### src/logic/fma_pkg.sv
// Half-precision FMA package with format constants, datapath types and encodings
`default_nettype none

package fma_pkg;

  // ---------------------------------------------------------------------
  // binary16 format
  // ---------------------------------------------------------------------
  localparam int EXP_BITS  = 5;             // Exponent field
  localparam int MAN_BITS  = 10;            // Stored fraction
  localparam int BIAS      = 15;
  localparam int PREC_BITS = MAN_BITS + 1;  // p, hidden bit included

  // Datapath widths
  localparam int SUM_WIDTH    = 3 * PREC_BITS + 4;  // Adder incl. round and sticky
  localparam int LZC_WIDTH    = 2 * PREC_BITS + 3;  // Lower sum bits searched for the leading one
  localparam int LZC_CNT_BITS = $clog2(LZC_WIDTH);
  localparam int EXP_WIDTH    = EXP_BITS + 2;       // Signed, holds every intermediate exponent
  localparam int SHAMT_BITS   = $clog2(SUM_WIDTH);

  typedef logic [EXP_BITS+MAN_BITS:0]  fp_word_t;  // Sign, exponent, fraction
  typedef logic [PREC_BITS-1:0]        mant_t;     // Hidden bit plus fraction
  typedef logic signed [EXP_WIDTH-1:0] exp_t;
  typedef logic [SHAMT_BITS-1:0]       shamt_t;
  typedef logic [SUM_WIDTH-1:0]        sum_t;
  typedef logic [4:0]                  status_t;

  localparam fp_word_t QNAN_WORD = 16'h7E00;  // Canonical quiet NaN

  // Flag positions, RISC-V fflags order
  localparam int STATUS_NV = 4;  // Invalid
  localparam int STATUS_DZ = 3;  // Divide by zero
  localparam int STATUS_OF = 2;
  localparam int STATUS_UF = 1;
  localparam int STATUS_NX = 0;  // Inexact

  typedef enum logic [1:0] {
    FMADD,
    FNMSUB,
    ADD,
    MUL
  } op_e;

  typedef enum logic [2:0] {
    RNE = 3'd0,  // Nearest, ties to even
    RTZ = 3'd1,
    RDN = 3'd2,  // Toward -inf
    RUP = 3'd3,  // Toward +inf
    RMM = 3'd4   // Nearest, ties away from zero
  } round_e;

endpackage

`default_nettype wire

### src/logic/fma_decode.sv
// FMA decode, operation adjustment, operand classification and special-case results
`timescale 1ns/1ps
`default_nettype none

module fma_decode (
  input  fma_pkg::fp_word_t operand_a_i,
  input  fma_pkg::fp_word_t operand_b_i,
  input  fma_pkg::fp_word_t operand_c_i,
  input  fma_pkg::op_e      op_i,
  input  logic              op_mod_i,      // Inverts the addend sign
  output logic              sign_a_o, sign_b_o, sign_c_o,
  output fma_pkg::exp_t     exp_a_o, exp_b_o, exp_c_o,
  output fma_pkg::mant_t    mant_a_o, mant_b_o, mant_c_o,
  output logic              prod_zero_o,
  output logic              eff_sub_o,     // Product and addend signs differ
  output logic              special_o,
  output fma_pkg::fp_word_t special_word_o,
  output fma_pkg::status_t  special_status_o
);

  fma_pkg::fp_word_t word [3];              // Adjusted A, B, C
  logic [2:0]        exp_min, exp_max, man_zero;
  logic [2:0]        is_zero, is_inf, is_nan, is_snan;
  logic              prod_inf;              // Either multiplicand infinite

  // Internal exponent, zero and subnormal fields both read as 1
  function automatic fma_pkg::exp_t int_exp(input fma_pkg::fp_word_t w);
    logic [fma_pkg::EXP_BITS-1:0] field;
    field = w[fma_pkg::MAN_BITS+:fma_pkg::EXP_BITS];
    return (field == '0) ? fma_pkg::exp_t'(1) : fma_pkg::exp_t'(field);
  endfunction

  // ---------------------------------------------------------------------
  // Operation table
  // ---------------------------------------------------------------------
  always_comb begin : op_adjust
    word[0] = operand_a_i;
    word[1] = operand_b_i;
    word[2] = operand_c_i ^ {op_mod_i, {(fma_pkg::EXP_BITS + fma_pkg::MAN_BITS){1'b0}}};
    case (op_i)
      fma_pkg::FMADD:  ;                                   // As given
      fma_pkg::FNMSUB: word[0][15] = ~operand_a_i[15];    // Negated product
      fma_pkg::ADD:    word[0] = fma_pkg::fp_word_t'(fma_pkg::BIAS << fma_pkg::MAN_BITS); // +1.0
      fma_pkg::MUL:    word[2] = {1'b1, {(fma_pkg::EXP_BITS + fma_pkg::MAN_BITS){1'b0}}}; // -0
      default:         ;
    endcase
  end

  // Zero, subnormal, normal, inf, qNaN, sNaN from the field extremes
  always_comb begin : classify
    for (int i = 0; i < 3; i++) begin
      exp_min[i]  = ~|word[i][fma_pkg::MAN_BITS+:fma_pkg::EXP_BITS];
      exp_max[i]  = &word[i][fma_pkg::MAN_BITS+:fma_pkg::EXP_BITS];
      man_zero[i] = ~|word[i][fma_pkg::MAN_BITS-1:0];
      is_snan[i]  = exp_max[i] & ~man_zero[i] & ~word[i][fma_pkg::MAN_BITS-1]; // Quiet bit clear
    end
  end

  assign is_zero  = exp_min & man_zero;
  assign is_inf   = exp_max & man_zero;
  assign is_nan   = exp_max & ~man_zero;
  assign prod_inf = is_inf[0] | is_inf[1];

  assign sign_a_o = word[0][15];
  assign sign_b_o = word[1][15];
  assign sign_c_o = word[2][15];
  assign exp_a_o  = int_exp(word[0]);
  assign exp_b_o  = int_exp(word[1]);
  assign exp_c_o  = int_exp(word[2]);
  assign mant_a_o = {~exp_min[0], word[0][fma_pkg::MAN_BITS-1:0]};  // Hidden bit for normals
  assign mant_b_o = {~exp_min[1], word[1][fma_pkg::MAN_BITS-1:0]};
  assign mant_c_o = {~exp_min[2], word[2][fma_pkg::MAN_BITS-1:0]};

  assign prod_zero_o = is_zero[0] | is_zero[1];
  assign eff_sub_o   = sign_a_o ^ sign_b_o ^ sign_c_o;

  // ---------------------------------------------------------------------
  // Special cases, highest priority first
  // ---------------------------------------------------------------------
  always_comb begin : special_cases
    special_o        = 1'b1;
    special_word_o   = fma_pkg::QNAN_WORD;
    special_status_o = '0;
    if ((is_inf[0] & is_zero[1]) | (is_zero[0] & is_inf[1])) begin
      special_status_o[fma_pkg::STATUS_NV] = 1'b1;  // inf x 0, whatever the addend
    end else if (|is_nan) begin
      special_status_o[fma_pkg::STATUS_NV] = |is_snan;
    end else if (prod_inf & is_inf[2] & eff_sub_o) begin
      special_status_o[fma_pkg::STATUS_NV] = 1'b1;  // inf - inf
    end else if (prod_inf) begin
      special_word_o = {sign_a_o ^ sign_b_o, {fma_pkg::EXP_BITS{1'b1}}, {fma_pkg::MAN_BITS{1'b0}}};
    end else if (is_inf[2]) begin
      special_word_o = {sign_c_o, {fma_pkg::EXP_BITS{1'b1}}, {fma_pkg::MAN_BITS{1'b0}}};
    end else begin
      special_o = 1'b0;  // Regular datapath
    end
  end

endmodule

`default_nettype wire

### src/logic/fma_execute.sv
// FMA execute stage, exponent path, product, addend alignment, adder and normalization
`timescale 1ns/1ps
`default_nettype none

module fma_execute (
  input  logic                          clk_i,
  input  logic                          rst_n_i,
  input  logic                          valid_i,
  input  fma_pkg::round_e               rnd_mode_i,
  input  logic                          sign_a_i, sign_b_i, sign_c_i,
  input  fma_pkg::exp_t                 exp_a_i, exp_b_i, exp_c_i,
  input  fma_pkg::mant_t                mant_a_i, mant_b_i, mant_c_i,
  input  logic                          prod_zero_i,
  input  logic                          eff_sub_i,
  input  logic                          special_i,
  input  fma_pkg::fp_word_t             special_word_i,
  input  fma_pkg::status_t              special_status_i,
  output logic                          valid_o,
  output fma_pkg::round_e               rnd_mode_o,
  output logic                          sign_o,
  output fma_pkg::exp_t                 exp_o,
  output logic [fma_pkg::PREC_BITS:0]   mant_o,     // Hidden bit, fraction, round bit
  output logic                          sticky_o,
  output logic                          eff_sub_o,
  output logic                          special_o,
  output fma_pkg::fp_word_t             special_word_o,
  output fma_pkg::status_t              special_status_o
);

  fma_pkg::exp_t                                    exp_prod, exp_diff, lzc_exp;
  fma_pkg::shamt_t                                  addend_shamt, norm_shamt;
  logic [2*fma_pkg::PREC_BITS-1:0]                  product;
  fma_pkg::sum_t                                    prod_shifted, addend_aligned, addend_term;
  logic [fma_pkg::SUM_WIDTH+fma_pkg::PREC_BITS-2:0] addend_wide;  // Aligned addend plus spill
  logic                                             sticky_add;
  logic [fma_pkg::SUM_WIDTH:0]                      sum_raw, sum_shifted;  // Carry on top
  fma_pkg::sum_t                                    sum;
  logic                                             prod_sign, final_sign;
  logic [fma_pkg::LZC_CNT_BITS-1:0]                 lz_count;
  logic                                             lz_empty;
  fma_pkg::exp_t                                    norm_exp, exp_d;
  logic [fma_pkg::PREC_BITS:0]                      mant_d;
  logic [fma_pkg::LZC_WIDTH-1:0]                    sticky_bits;

  // ---------------------------------------------------------------------
  // Exponents and addend shift
  // ---------------------------------------------------------------------
  assign exp_prod = prod_zero_i ? fma_pkg::exp_t'(2 - fma_pkg::BIAS)  // Smallest, keeps c exact
                                : exp_a_i + exp_b_i - fma_pkg::exp_t'(fma_pkg::BIAS);
  assign exp_diff = exp_c_i - exp_prod;

  always_comb begin : addend_shift
    if (exp_diff <= fma_pkg::exp_t'(-2 * fma_pkg::PREC_BITS))
      addend_shamt = fma_pkg::shamt_t'(3 * fma_pkg::PREC_BITS + 3);   // Addend only sticky
    else if (exp_diff <= fma_pkg::exp_t'(fma_pkg::PREC_BITS + 2))
      addend_shamt = fma_pkg::shamt_t'(fma_pkg::PREC_BITS + 3 - exp_diff);
    else
      addend_shamt = '0;  // Product only sticky
  end

  // Product sits at | 0 (p+2) | a*b (2p) | R S |
  assign product      = mant_a_i * mant_b_i;
  assign prod_shifted = fma_pkg::sum_t'({product, 2'b00});

  // Addend starts left of the whole sum, bits shifted below it fold into sticky
  assign addend_wide    = {mant_c_i, {(fma_pkg::SUM_WIDTH - 1){1'b0}}} >> addend_shamt;
  assign sticky_add     = |addend_wide[fma_pkg::PREC_BITS-1:0];
  assign addend_aligned = {addend_wide[fma_pkg::SUM_WIDTH+fma_pkg::PREC_BITS-2:fma_pkg::PREC_BITS],
                           sticky_add};
  assign addend_term    = eff_sub_i ? ~addend_aligned : addend_aligned;

  // ---------------------------------------------------------------------
  // Adder with sign fix
  // ---------------------------------------------------------------------
  assign sum_raw   = prod_shifted + addend_term + eff_sub_i;
  assign sum       = (eff_sub_i && !sum_raw[fma_pkg::SUM_WIDTH]) ? fma_pkg::sum_t'(-sum_raw)
                                                                 : sum_raw[fma_pkg::SUM_WIDTH-1:0];
  assign prod_sign = sign_a_i ^ sign_b_i;
  // No carry on a subtraction means the addend was larger
  assign final_sign = (eff_sub_i && !sum_raw[fma_pkg::SUM_WIDTH]) ? sign_c_i : prod_sign;

  fma_lzc u_lzc (
    .bits_i  (sum[fma_pkg::LZC_WIDTH-1:0]),
    .count_o (lz_count),
    .empty_o (lz_empty)
  );

  // ---------------------------------------------------------------------
  // Normalization
  // ---------------------------------------------------------------------
  assign lzc_exp = exp_prod - fma_pkg::exp_t'({2'b00, lz_count}) + 7'sd1;

  always_comb begin : norm_shift
    if ((exp_diff <= 0) || (eff_sub_i && (exp_diff <= 2))) begin
      // Product-anchored or cancellation, LZC decides
      if (!lz_empty && (lzc_exp >= 0)) begin
        norm_shamt = fma_pkg::shamt_t'(fma_pkg::PREC_BITS + 2 + lz_count);
        norm_exp   = lzc_exp;
      end else begin
        norm_shamt = fma_pkg::shamt_t'(fma_pkg::PREC_BITS + 2 + exp_prod);  // Subnormal cap
        norm_exp   = '0;
      end
    end else begin
      norm_shamt = addend_shamt;  // Undo the alignment
      norm_exp   = exp_c_i;
    end
  end

  assign sum_shifted = {1'b0, sum} << norm_shamt;

  // Leading one may sit one bit either side of the MSB
  always_comb begin : small_norm
    {mant_d, sticky_bits} = sum_shifted[fma_pkg::SUM_WIDTH-1:0];
    exp_d                 = norm_exp;
    if (sum_shifted[fma_pkg::SUM_WIDTH]) begin
      {mant_d, sticky_bits} = sum_shifted[fma_pkg::SUM_WIDTH:1];
      exp_d                 = norm_exp + 7'sd1;
    end else if (!sum_shifted[fma_pkg::SUM_WIDTH-1]) begin
      if (norm_exp > 1) begin
        {mant_d, sticky_bits} = {sum_shifted[fma_pkg::SUM_WIDTH-2:0], 1'b0};
        exp_d                 = norm_exp - 7'sd1;
      end else begin
        exp_d = '0;  // Stays subnormal
      end
    end
  end

  // Stage register
  always_ff @(posedge clk_i) begin
    if (!rst_n_i)
      valid_o <= 1'b0;
    else
      valid_o <= valid_i;
  end

  always_ff @(posedge clk_i) begin
    if (valid_i) begin
      rnd_mode_o       <= rnd_mode_i;
      sign_o           <= final_sign;
      exp_o            <= exp_d;
      mant_o           <= mant_d;
      sticky_o         <= (|sticky_bits) | sticky_add;
      eff_sub_o        <= eff_sub_i;
      special_o        <= special_i;
      special_word_o   <= special_word_i;
      special_status_o <= special_status_i;
    end
  end

endmodule

`default_nettype wire

### src/logic/fma_lzc.sv
// Leading-zero counter with an all-zero flag, searched from the MSB down
`timescale 1ns/1ps
`default_nettype none

module fma_lzc (
  input  logic [fma_pkg::LZC_WIDTH-1:0]    bits_i,
  output logic [fma_pkg::LZC_CNT_BITS-1:0] count_o,
  output logic                             empty_o   // No bit set
);

  always_comb begin : search
    count_o = '0;
    empty_o = 1'b1;
    // Count every zero seen before the first one
    for (int i = fma_pkg::LZC_WIDTH - 1; i >= 0; i--) begin
      if (bits_i[i])
        empty_o = 1'b0;
      else if (empty_o)
        count_o = count_o + 1'b1;  // Still above the leading one
    end
  end

endmodule

`default_nettype wire

### src/logic/fma_result.sv
// FMA result stage, rounding, flags, special-case select and output register
`timescale 1ns/1ps
`default_nettype none

module fma_result (
  input  logic                        clk_i,
  input  logic                        rst_n_i,
  input  logic                        valid_i,
  input  fma_pkg::round_e             rnd_mode_i,
  input  logic                        sign_i,
  input  fma_pkg::exp_t               exp_i,
  input  logic [fma_pkg::PREC_BITS:0] mant_i,
  input  logic                        sticky_i,
  input  logic                        eff_sub_i,
  input  logic                        special_i,
  input  fma_pkg::fp_word_t           special_word_i,
  input  fma_pkg::status_t            special_status_i,
  output fma_pkg::fp_word_t           result_o,
  output fma_pkg::status_t            status_o,
  output logic                        out_valid_o
);

  logic [fma_pkg::EXP_BITS+fma_pkg::MAN_BITS-1:0] pre_abs, rounded_abs;  // Magnitude only
  logic                                           of_before, of_after, uf_after;
  logic                                           round_bit, sticky_bit, round_up;
  logic                                           exact_zero, res_sign;
  fma_pkg::status_t                               regular_status;

  // ---------------------------------------------------------------------
  // Rounding
  // ---------------------------------------------------------------------
  assign of_before = exp_i >= fma_pkg::exp_t'((1 << fma_pkg::EXP_BITS) - 1);

  // On overflow start from the largest normal and force rounding bits
  assign pre_abs = of_before ? {{(fma_pkg::EXP_BITS - 1){1'b1}}, 1'b0, {fma_pkg::MAN_BITS{1'b1}}}
                             : {exp_i[fma_pkg::EXP_BITS-1:0], mant_i[fma_pkg::MAN_BITS:1]};
  assign round_bit  = mant_i[0] | of_before;
  assign sticky_bit = sticky_i | of_before;

  always_comb begin : round_decision
    case (rnd_mode_i)
      fma_pkg::RNE: round_up = round_bit & (sticky_bit | pre_abs[0]);
      fma_pkg::RTZ: round_up = 1'b0;
      fma_pkg::RDN: round_up = sign_i & (round_bit | sticky_bit);
      fma_pkg::RUP: round_up = ~sign_i & (round_bit | sticky_bit);
      fma_pkg::RMM: round_up = round_bit;
      default:      round_up = 1'b0;
    endcase
  end

  assign rounded_abs = pre_abs + round_up;  // Carry walks into the exponent
  assign exact_zero  = (pre_abs == '0) & ~round_bit & ~sticky_bit;
  // x - x gives +0, except -0 when rounding down
  assign res_sign    = (exact_zero && eff_sub_i) ? (rnd_mode_i == fma_pkg::RDN) : sign_i;

  assign of_after = &rounded_abs[fma_pkg::MAN_BITS+:fma_pkg::EXP_BITS];
  assign uf_after = ~|rounded_abs[fma_pkg::MAN_BITS+:fma_pkg::EXP_BITS] & ~exact_zero;

  always_comb begin : flags
    regular_status                     = '0;
    regular_status[fma_pkg::STATUS_NV] = 1'b0;  // Invalid cases take the special path
    regular_status[fma_pkg::STATUS_DZ] = 1'b0;  // No division here
    regular_status[fma_pkg::STATUS_OF] = of_before | of_after;
    regular_status[fma_pkg::STATUS_UF] = uf_after;
    regular_status[fma_pkg::STATUS_NX] = round_bit | sticky_bit | of_before | of_after;
  end

  // ---------------------------------------------------------------------
  // Output register
  // ---------------------------------------------------------------------
  always_ff @(posedge clk_i) begin
    if (!rst_n_i)
      out_valid_o <= 1'b0;
    else
      out_valid_o <= valid_i;
  end

  // Holds the last result between strobes
  always_ff @(posedge clk_i) begin
    if (valid_i) begin
      result_o <= special_i ? special_word_i : {res_sign, rounded_abs};
      status_o <= special_i ? special_status_i : regular_status;
    end
  end

endmodule

`default_nettype wire

### src/logic/fma_unit.sv
// Half-precision FMA top level, decode then execute and result stages, two-cycle latency
`timescale 1ns/1ps
`default_nettype none

module fma_unit (
  input  logic              clk_i,
  input  logic              rst_n_i,
  input  logic              in_valid_i,
  input  fma_pkg::fp_word_t operand_a_i,
  input  fma_pkg::fp_word_t operand_b_i,
  input  fma_pkg::fp_word_t operand_c_i,
  input  fma_pkg::op_e      op_i,
  input  logic              op_mod_i,
  input  fma_pkg::round_e   rnd_mode_i,
  output fma_pkg::fp_word_t result_o,
  output fma_pkg::status_t  status_o,
  output logic              out_valid_o
);

  // Decode to execute
  logic                        dec_sign_a, dec_sign_b, dec_sign_c;
  fma_pkg::exp_t               dec_exp_a, dec_exp_b, dec_exp_c;
  fma_pkg::mant_t              dec_mant_a, dec_mant_b, dec_mant_c;
  logic                        dec_prod_zero, dec_eff_sub, dec_special;
  fma_pkg::fp_word_t           dec_special_word;
  fma_pkg::status_t            dec_special_status;

  // Execute to result, registered
  logic                        ex_valid, ex_sign, ex_sticky, ex_eff_sub, ex_special;
  fma_pkg::round_e             ex_rnd_mode;
  fma_pkg::exp_t               ex_exp;
  logic [fma_pkg::PREC_BITS:0] ex_mant;
  fma_pkg::fp_word_t           ex_special_word;
  fma_pkg::status_t            ex_special_status;

  fma_decode u_decode (
    .operand_a_i      (operand_a_i),
    .operand_b_i      (operand_b_i),
    .operand_c_i      (operand_c_i),
    .op_i             (op_i),
    .op_mod_i         (op_mod_i),
    .sign_a_o         (dec_sign_a),
    .sign_b_o         (dec_sign_b),
    .sign_c_o         (dec_sign_c),
    .exp_a_o          (dec_exp_a),
    .exp_b_o          (dec_exp_b),
    .exp_c_o          (dec_exp_c),
    .mant_a_o         (dec_mant_a),
    .mant_b_o         (dec_mant_b),
    .mant_c_o         (dec_mant_c),
    .prod_zero_o      (dec_prod_zero),
    .eff_sub_o        (dec_eff_sub),
    .special_o        (dec_special),
    .special_word_o   (dec_special_word),
    .special_status_o (dec_special_status)
  );

  fma_execute u_execute (
    .clk_i            (clk_i),
    .rst_n_i          (rst_n_i),
    .valid_i          (in_valid_i),
    .rnd_mode_i       (rnd_mode_i),
    .sign_a_i         (dec_sign_a),
    .sign_b_i         (dec_sign_b),
    .sign_c_i         (dec_sign_c),
    .exp_a_i          (dec_exp_a),
    .exp_b_i          (dec_exp_b),
    .exp_c_i          (dec_exp_c),
    .mant_a_i         (dec_mant_a),
    .mant_b_i         (dec_mant_b),
    .mant_c_i         (dec_mant_c),
    .prod_zero_i      (dec_prod_zero),
    .eff_sub_i        (dec_eff_sub),
    .special_i        (dec_special),
    .special_word_i   (dec_special_word),
    .special_status_i (dec_special_status),
    .valid_o          (ex_valid),
    .rnd_mode_o       (ex_rnd_mode),
    .sign_o           (ex_sign),
    .exp_o            (ex_exp),
    .mant_o           (ex_mant),
    .sticky_o         (ex_sticky),
    .eff_sub_o        (ex_eff_sub),
    .special_o        (ex_special),
    .special_word_o   (ex_special_word),
    .special_status_o (ex_special_status)
  );

  fma_result u_result (
    .clk_i            (clk_i),
    .rst_n_i          (rst_n_i),
    .valid_i          (ex_valid),
    .rnd_mode_i       (ex_rnd_mode),
    .sign_i           (ex_sign),
    .exp_i            (ex_exp),
    .mant_i           (ex_mant),
    .sticky_i         (ex_sticky),
    .eff_sub_i        (ex_eff_sub),
    .special_i        (ex_special),
    .special_word_i   (ex_special_word),
    .special_status_i (ex_special_status),
    .result_o         (result_o),
    .status_o         (status_o),
    .out_valid_o      (out_valid_o)
  );

endmodule

`default_nettype wire

### config.mk
export PLATFORM = sky130hd
export DESIGN_NAME = fma_unit
export DESIGN_NICKNAME = d
export VERILOG_FILES = /design/src/logic/fma_pkg.sv /design/src/logic/fma_decode.sv /design/src/logic/fma_execute.sv /design/src/logic/fma_lzc.sv /design/src/logic/fma_result.sv /design/src/logic/fma_unit.sv
export SDC_FILE = /design/constraint.sdc
export NUM_CORES = 1
export LEC_CHECK = 0
export ABC_AREA = 1
export BUFFER_PORTS_ARGS = -buffer_cell sky130_fd_sc_hd__buf_2
export CAP_MARGIN = 20
export CORE_UTILIZATION = 30
export CTS_BUF_LIST = sky130_fd_sc_hd__clkbuf_8
export DETAILED_ROUTE_END_ITERATION = 10
export PLACE_DENSITY = 0.44
export REMOVE_ABC_BUFFERS = 1
export SLEW_MARGIN = 20
export SYNTH_ARGS = -nofsm -noshare
export SYNTH_HDL_FRONTEND = slang
export SYNTH_SLANG_ARGS = --single-unit
### constraint.sdc
create_clock -name clk_i -period 33.1 [get_ports clk_i]
set_input_delay 6.62 -clock clk_i [delete_from_list [all_inputs] [get_ports clk_i]]
set_output_delay 6.62 -clock clk_i [all_outputs]
set_load 0.005 [all_outputs]
==> summary.txt <==
Status: finished clean
Synth Area in Adders: 19.81%
Initial antenna violation count: 0
Die area: 58,390 sq um
Dpl cells: 3,581
MaxCap Viol Count: 0
Crit Path Category: input port to flop
EDFF count, synth: 48
Final Critical Period: 30.69 ns
Largest net degree at the start of global routing: 64
Via density: 4.846
Flops & latches, synth: 50
Crit path max fanout: 37
Latest clock arrival within the worst-skew pair: 0.31 ns
Cells on worst reg2reg path: 19
ANT nets after route: 0
Worst R2R Setup Slack: 28.95 ns
Critical Path RT: 33.14 ns
Post-Syn Area per Cell: 6.122 sq um
Syn-to-layout area delta: 6.065%
Element type at the critical path end: flop
Most frequent CP cell: nand2_1
Crit. Startpoint: op_i[0]
First-pass GRT wire length: 86,970 um
Post-Synth Simple-Gate Area: 39.01%
R2r startpoint: u_execute.exp_o[3]
Area of the multi-input gates: 13,390 sq um
Layout net count: 3,115
Clock Skew: 0.005798 ns
Fin. max-slew vios: 0
Max incr delay on CP: 0.47 ns
Largest delay contributor family on the critical path: adder cells
Final hold viol count: 0
Drc violations: 0
Critical path startpoint category: input port
Die Y: 241.6 um
WP depth: 166
Rel. slew slack: 28.26%
CTS tree: done
All-Layer GR Usage: 18.17%
Most used DFF post-synth: edfxtp_1
WP buf/inv: 23
Top-area cell type share of the netlist area: 17.39%
GRT Residual Overflow: 0
CTS sink count: 50
PortBufs: 77
Clock Pin Slew Worst Setup and Hold Paths: 0.09 ns
DR WL/cell: 14.90 um
Mux contribution to synthesized area: 0.5811%
Synth Cell Area: 17,230 sq um
Reg area: 1481 sq um
Worst hold slack: 0.5126 ns
Synth unique cells: 66
DPL Wire Length: 45,610 um
Synth top cells by count: nand2_1, inv_1, nor2_1, nand3_1, ha_1
IO Pins: 79
Root buffer selected by CTS: clkbuf_8
Starting DRT DRC Count: 1,081
Ys async rst share: 0%
Core Area: 56,600 sq um
Yosys Warn Count: 0
Final setup TNS: 0 ns
Period utilization: 92.73%
Crit path capture: u_execute.mant_o[0]
N_diodes: 0
Width of the die: 241.6 um
Fillers: 6,369
Largest family of logic cells by synthesized area: simple AND/OR/NAND/NOR gates
RR Endpoint: u_result.status_o[2]
Finished Core Util: 32.28%
DRT Pass-1 Iters: 5
Cts bufs inserted: 5
CP max stage cell: fa_1
Worst Hold Class: flop to flop
Layout cells sized above 1: 10.54%
Complex-gate fraction of the synthesized area: 11.48%
Number of global-route vias before repair: 16,840
Final std cells w/o fill: 3,592
Post-CTS Hold Fix Bufs: 0
Total Routed Length: 53,500 um
DR vias: 17,410
Top post-synthesis cells by area: nand2_1, ha_1, fa_1, inv_1, edfxtp_1
Seq/Total Area, Yosys: 8.600%
RePlAce Congestion: 0.8933
Initial Util: 30.43%
Synthesized instance count: 2,814
Least-Margin Pin Slew: 1.067 ns
Clock Path Buffers: 2
Post-synth top area cell: nand2_1
# rows: 87
Top-count cell post-synth: nand2_1
Post-synthesis xor/xnor area fraction: 6.406%
CP arrival: 30.74 ns
# setup viols final: 0
Max Freq: 32.58 MHz
H-tree depth: 2
[layer usage]
| layer | GRT usage, % | share of wire, % | vias to the layer above |
|---|---|---|---|
| li1 | - | - | 8986 |
| met1 | 24.06 | 46 | 8022 |
| met2 | 32.46 | 48 | 343 |
| met3 | 0.6770 | 3.3 | 57 |
| met4 | 4.046 | 2.0 | 0 |
| met5 | 0 | 0 | - |
[through the flow]
stage	area, sq um	worst slack (ns)
finish	18270	2.408
global placement	18090	1.313
floorplan	16700	5.130
global route	18270	-0.01840
detailed placement	18090	0.8844
CTS	18200	1.135
[layout by cell type, fill, tap and decap left out, types with 8 or more instances in the layout]
cell type,netlist,layout
nor2_2,15,17
or2_2,9,9
a21oi_1,90,89
nand3_1,226,226
fa_1,83,83
a31oi_1,13,13
xnor2_1,26,25
o21ai_2,7,8
clkbuf_8,2,8
o21ai_1,96,97
o21ai_0,83,81
nor2_4,21,21
xor2_1,100,99
o21bai_1,12,12
inv_1,421,419
nor3_1,31,31
inv_2,53,53
nand4_1,44,44
o22ai_1,15,15
nand3_2,11,11
nand2_1,798,798
edfxtp_1,48,48
clkinv_1,13,13
nand2_2,44,43
nand2_4,13,13
buf_2,11,77
ha_1,140,140
nor2_1,239,238
mux2i_1,10,10
nor4_1,8,8
o211ai_1,16,16
[worst register-to-register path, cell delays in order, from the launching register on]
cell and delay, ns:
edfxtp_1 0.39, nand3_1 0.10, o21bai_1 0.13, nand2_1 0.16
inv_1 0.36, or2_2 0.23, nor3_1 0.05, o41ai_1 0.28
ha_1 0.30, o211ai_1 0.17, or3_1 0.38, nor2_1 0.16
nand3_1 0.12, nor2_1 0.18, nand3_1 0.15, nand3_1 0.09
o21ai_0 0.15, nor4_1 0.33, nand2_1 0.11, a21oi_1 0.14
[logic make-up (layout without fill, tap and decap cells)]
| logic type | Yosys count | count (layout) |
|---|---|---|
| buf+inv | 567 | 588 |
| compound gates | 353 | 353 |
| xor+xnor | 126 | 126 |
| fa+ha+maj | 223 | 223 |
| mux | 10 | 10 |
| other cells | 1 | 1 |
| simple gates | 1484 | 1485 |
| flops | 50 | 50 |
[cell type report]
| cell class | instances | share of cell area [%] |
|---|---|---|
| Timing Repair Buffer | 83 | 2.356 |
| Timing Repair inverter | 1 | 0.02739 |
| Sequential cell | 50 | 8.108 |
| Tap cell | 756 | 5.177 |
| Multi-Input combinational cell | 2198 | 73.29 |
| Inverter | 496 | 10.44 |
| Clock buffer | 8 | 0.6026 |
[timing repair]
item                       4_1_cts  5_1_grt
gates resized for setup          0       12
setup endpoints to repair        0       19
setup buffers                    0        1
[state kept, by name (all words and copies together), names as in the netlist, 2 cells and up]
signal / cells
u_execute.exp_o: 7
u_execute.mant_o: 11
u_execute.rnd_mode_o: 3
u_execute.special_word_o: 2
u_result.result_o: 16
u_result.status_o: 4
[how the worst min path moves through the flow]
stage,startpoint,to,slack (ns),cells after the start
6_report,u_execute.special_status_o[4],u_result.status_o[4],0.51,2
3_5_place_dp,u_execute.special_status_o[4],u_result.status_o[4],0.50,2
3_3_place_gp,u_execute.special_status_o[4],u_result.status_o[4],0.50,2
4_1_cts,u_execute.special_status_o[4],u_result.status_o[4],0.52,2
2_1_floorplan,u_execute.special_status_o[4],u_result.status_o[4],0.48,2
5_1_grt,u_execute.special_status_o[4],u_result.status_o[4],0.56,2
Power is left out: the tool's default activity adds up to more than one toggle a clock period on the data nets, which glitch-free logic cannot reach.
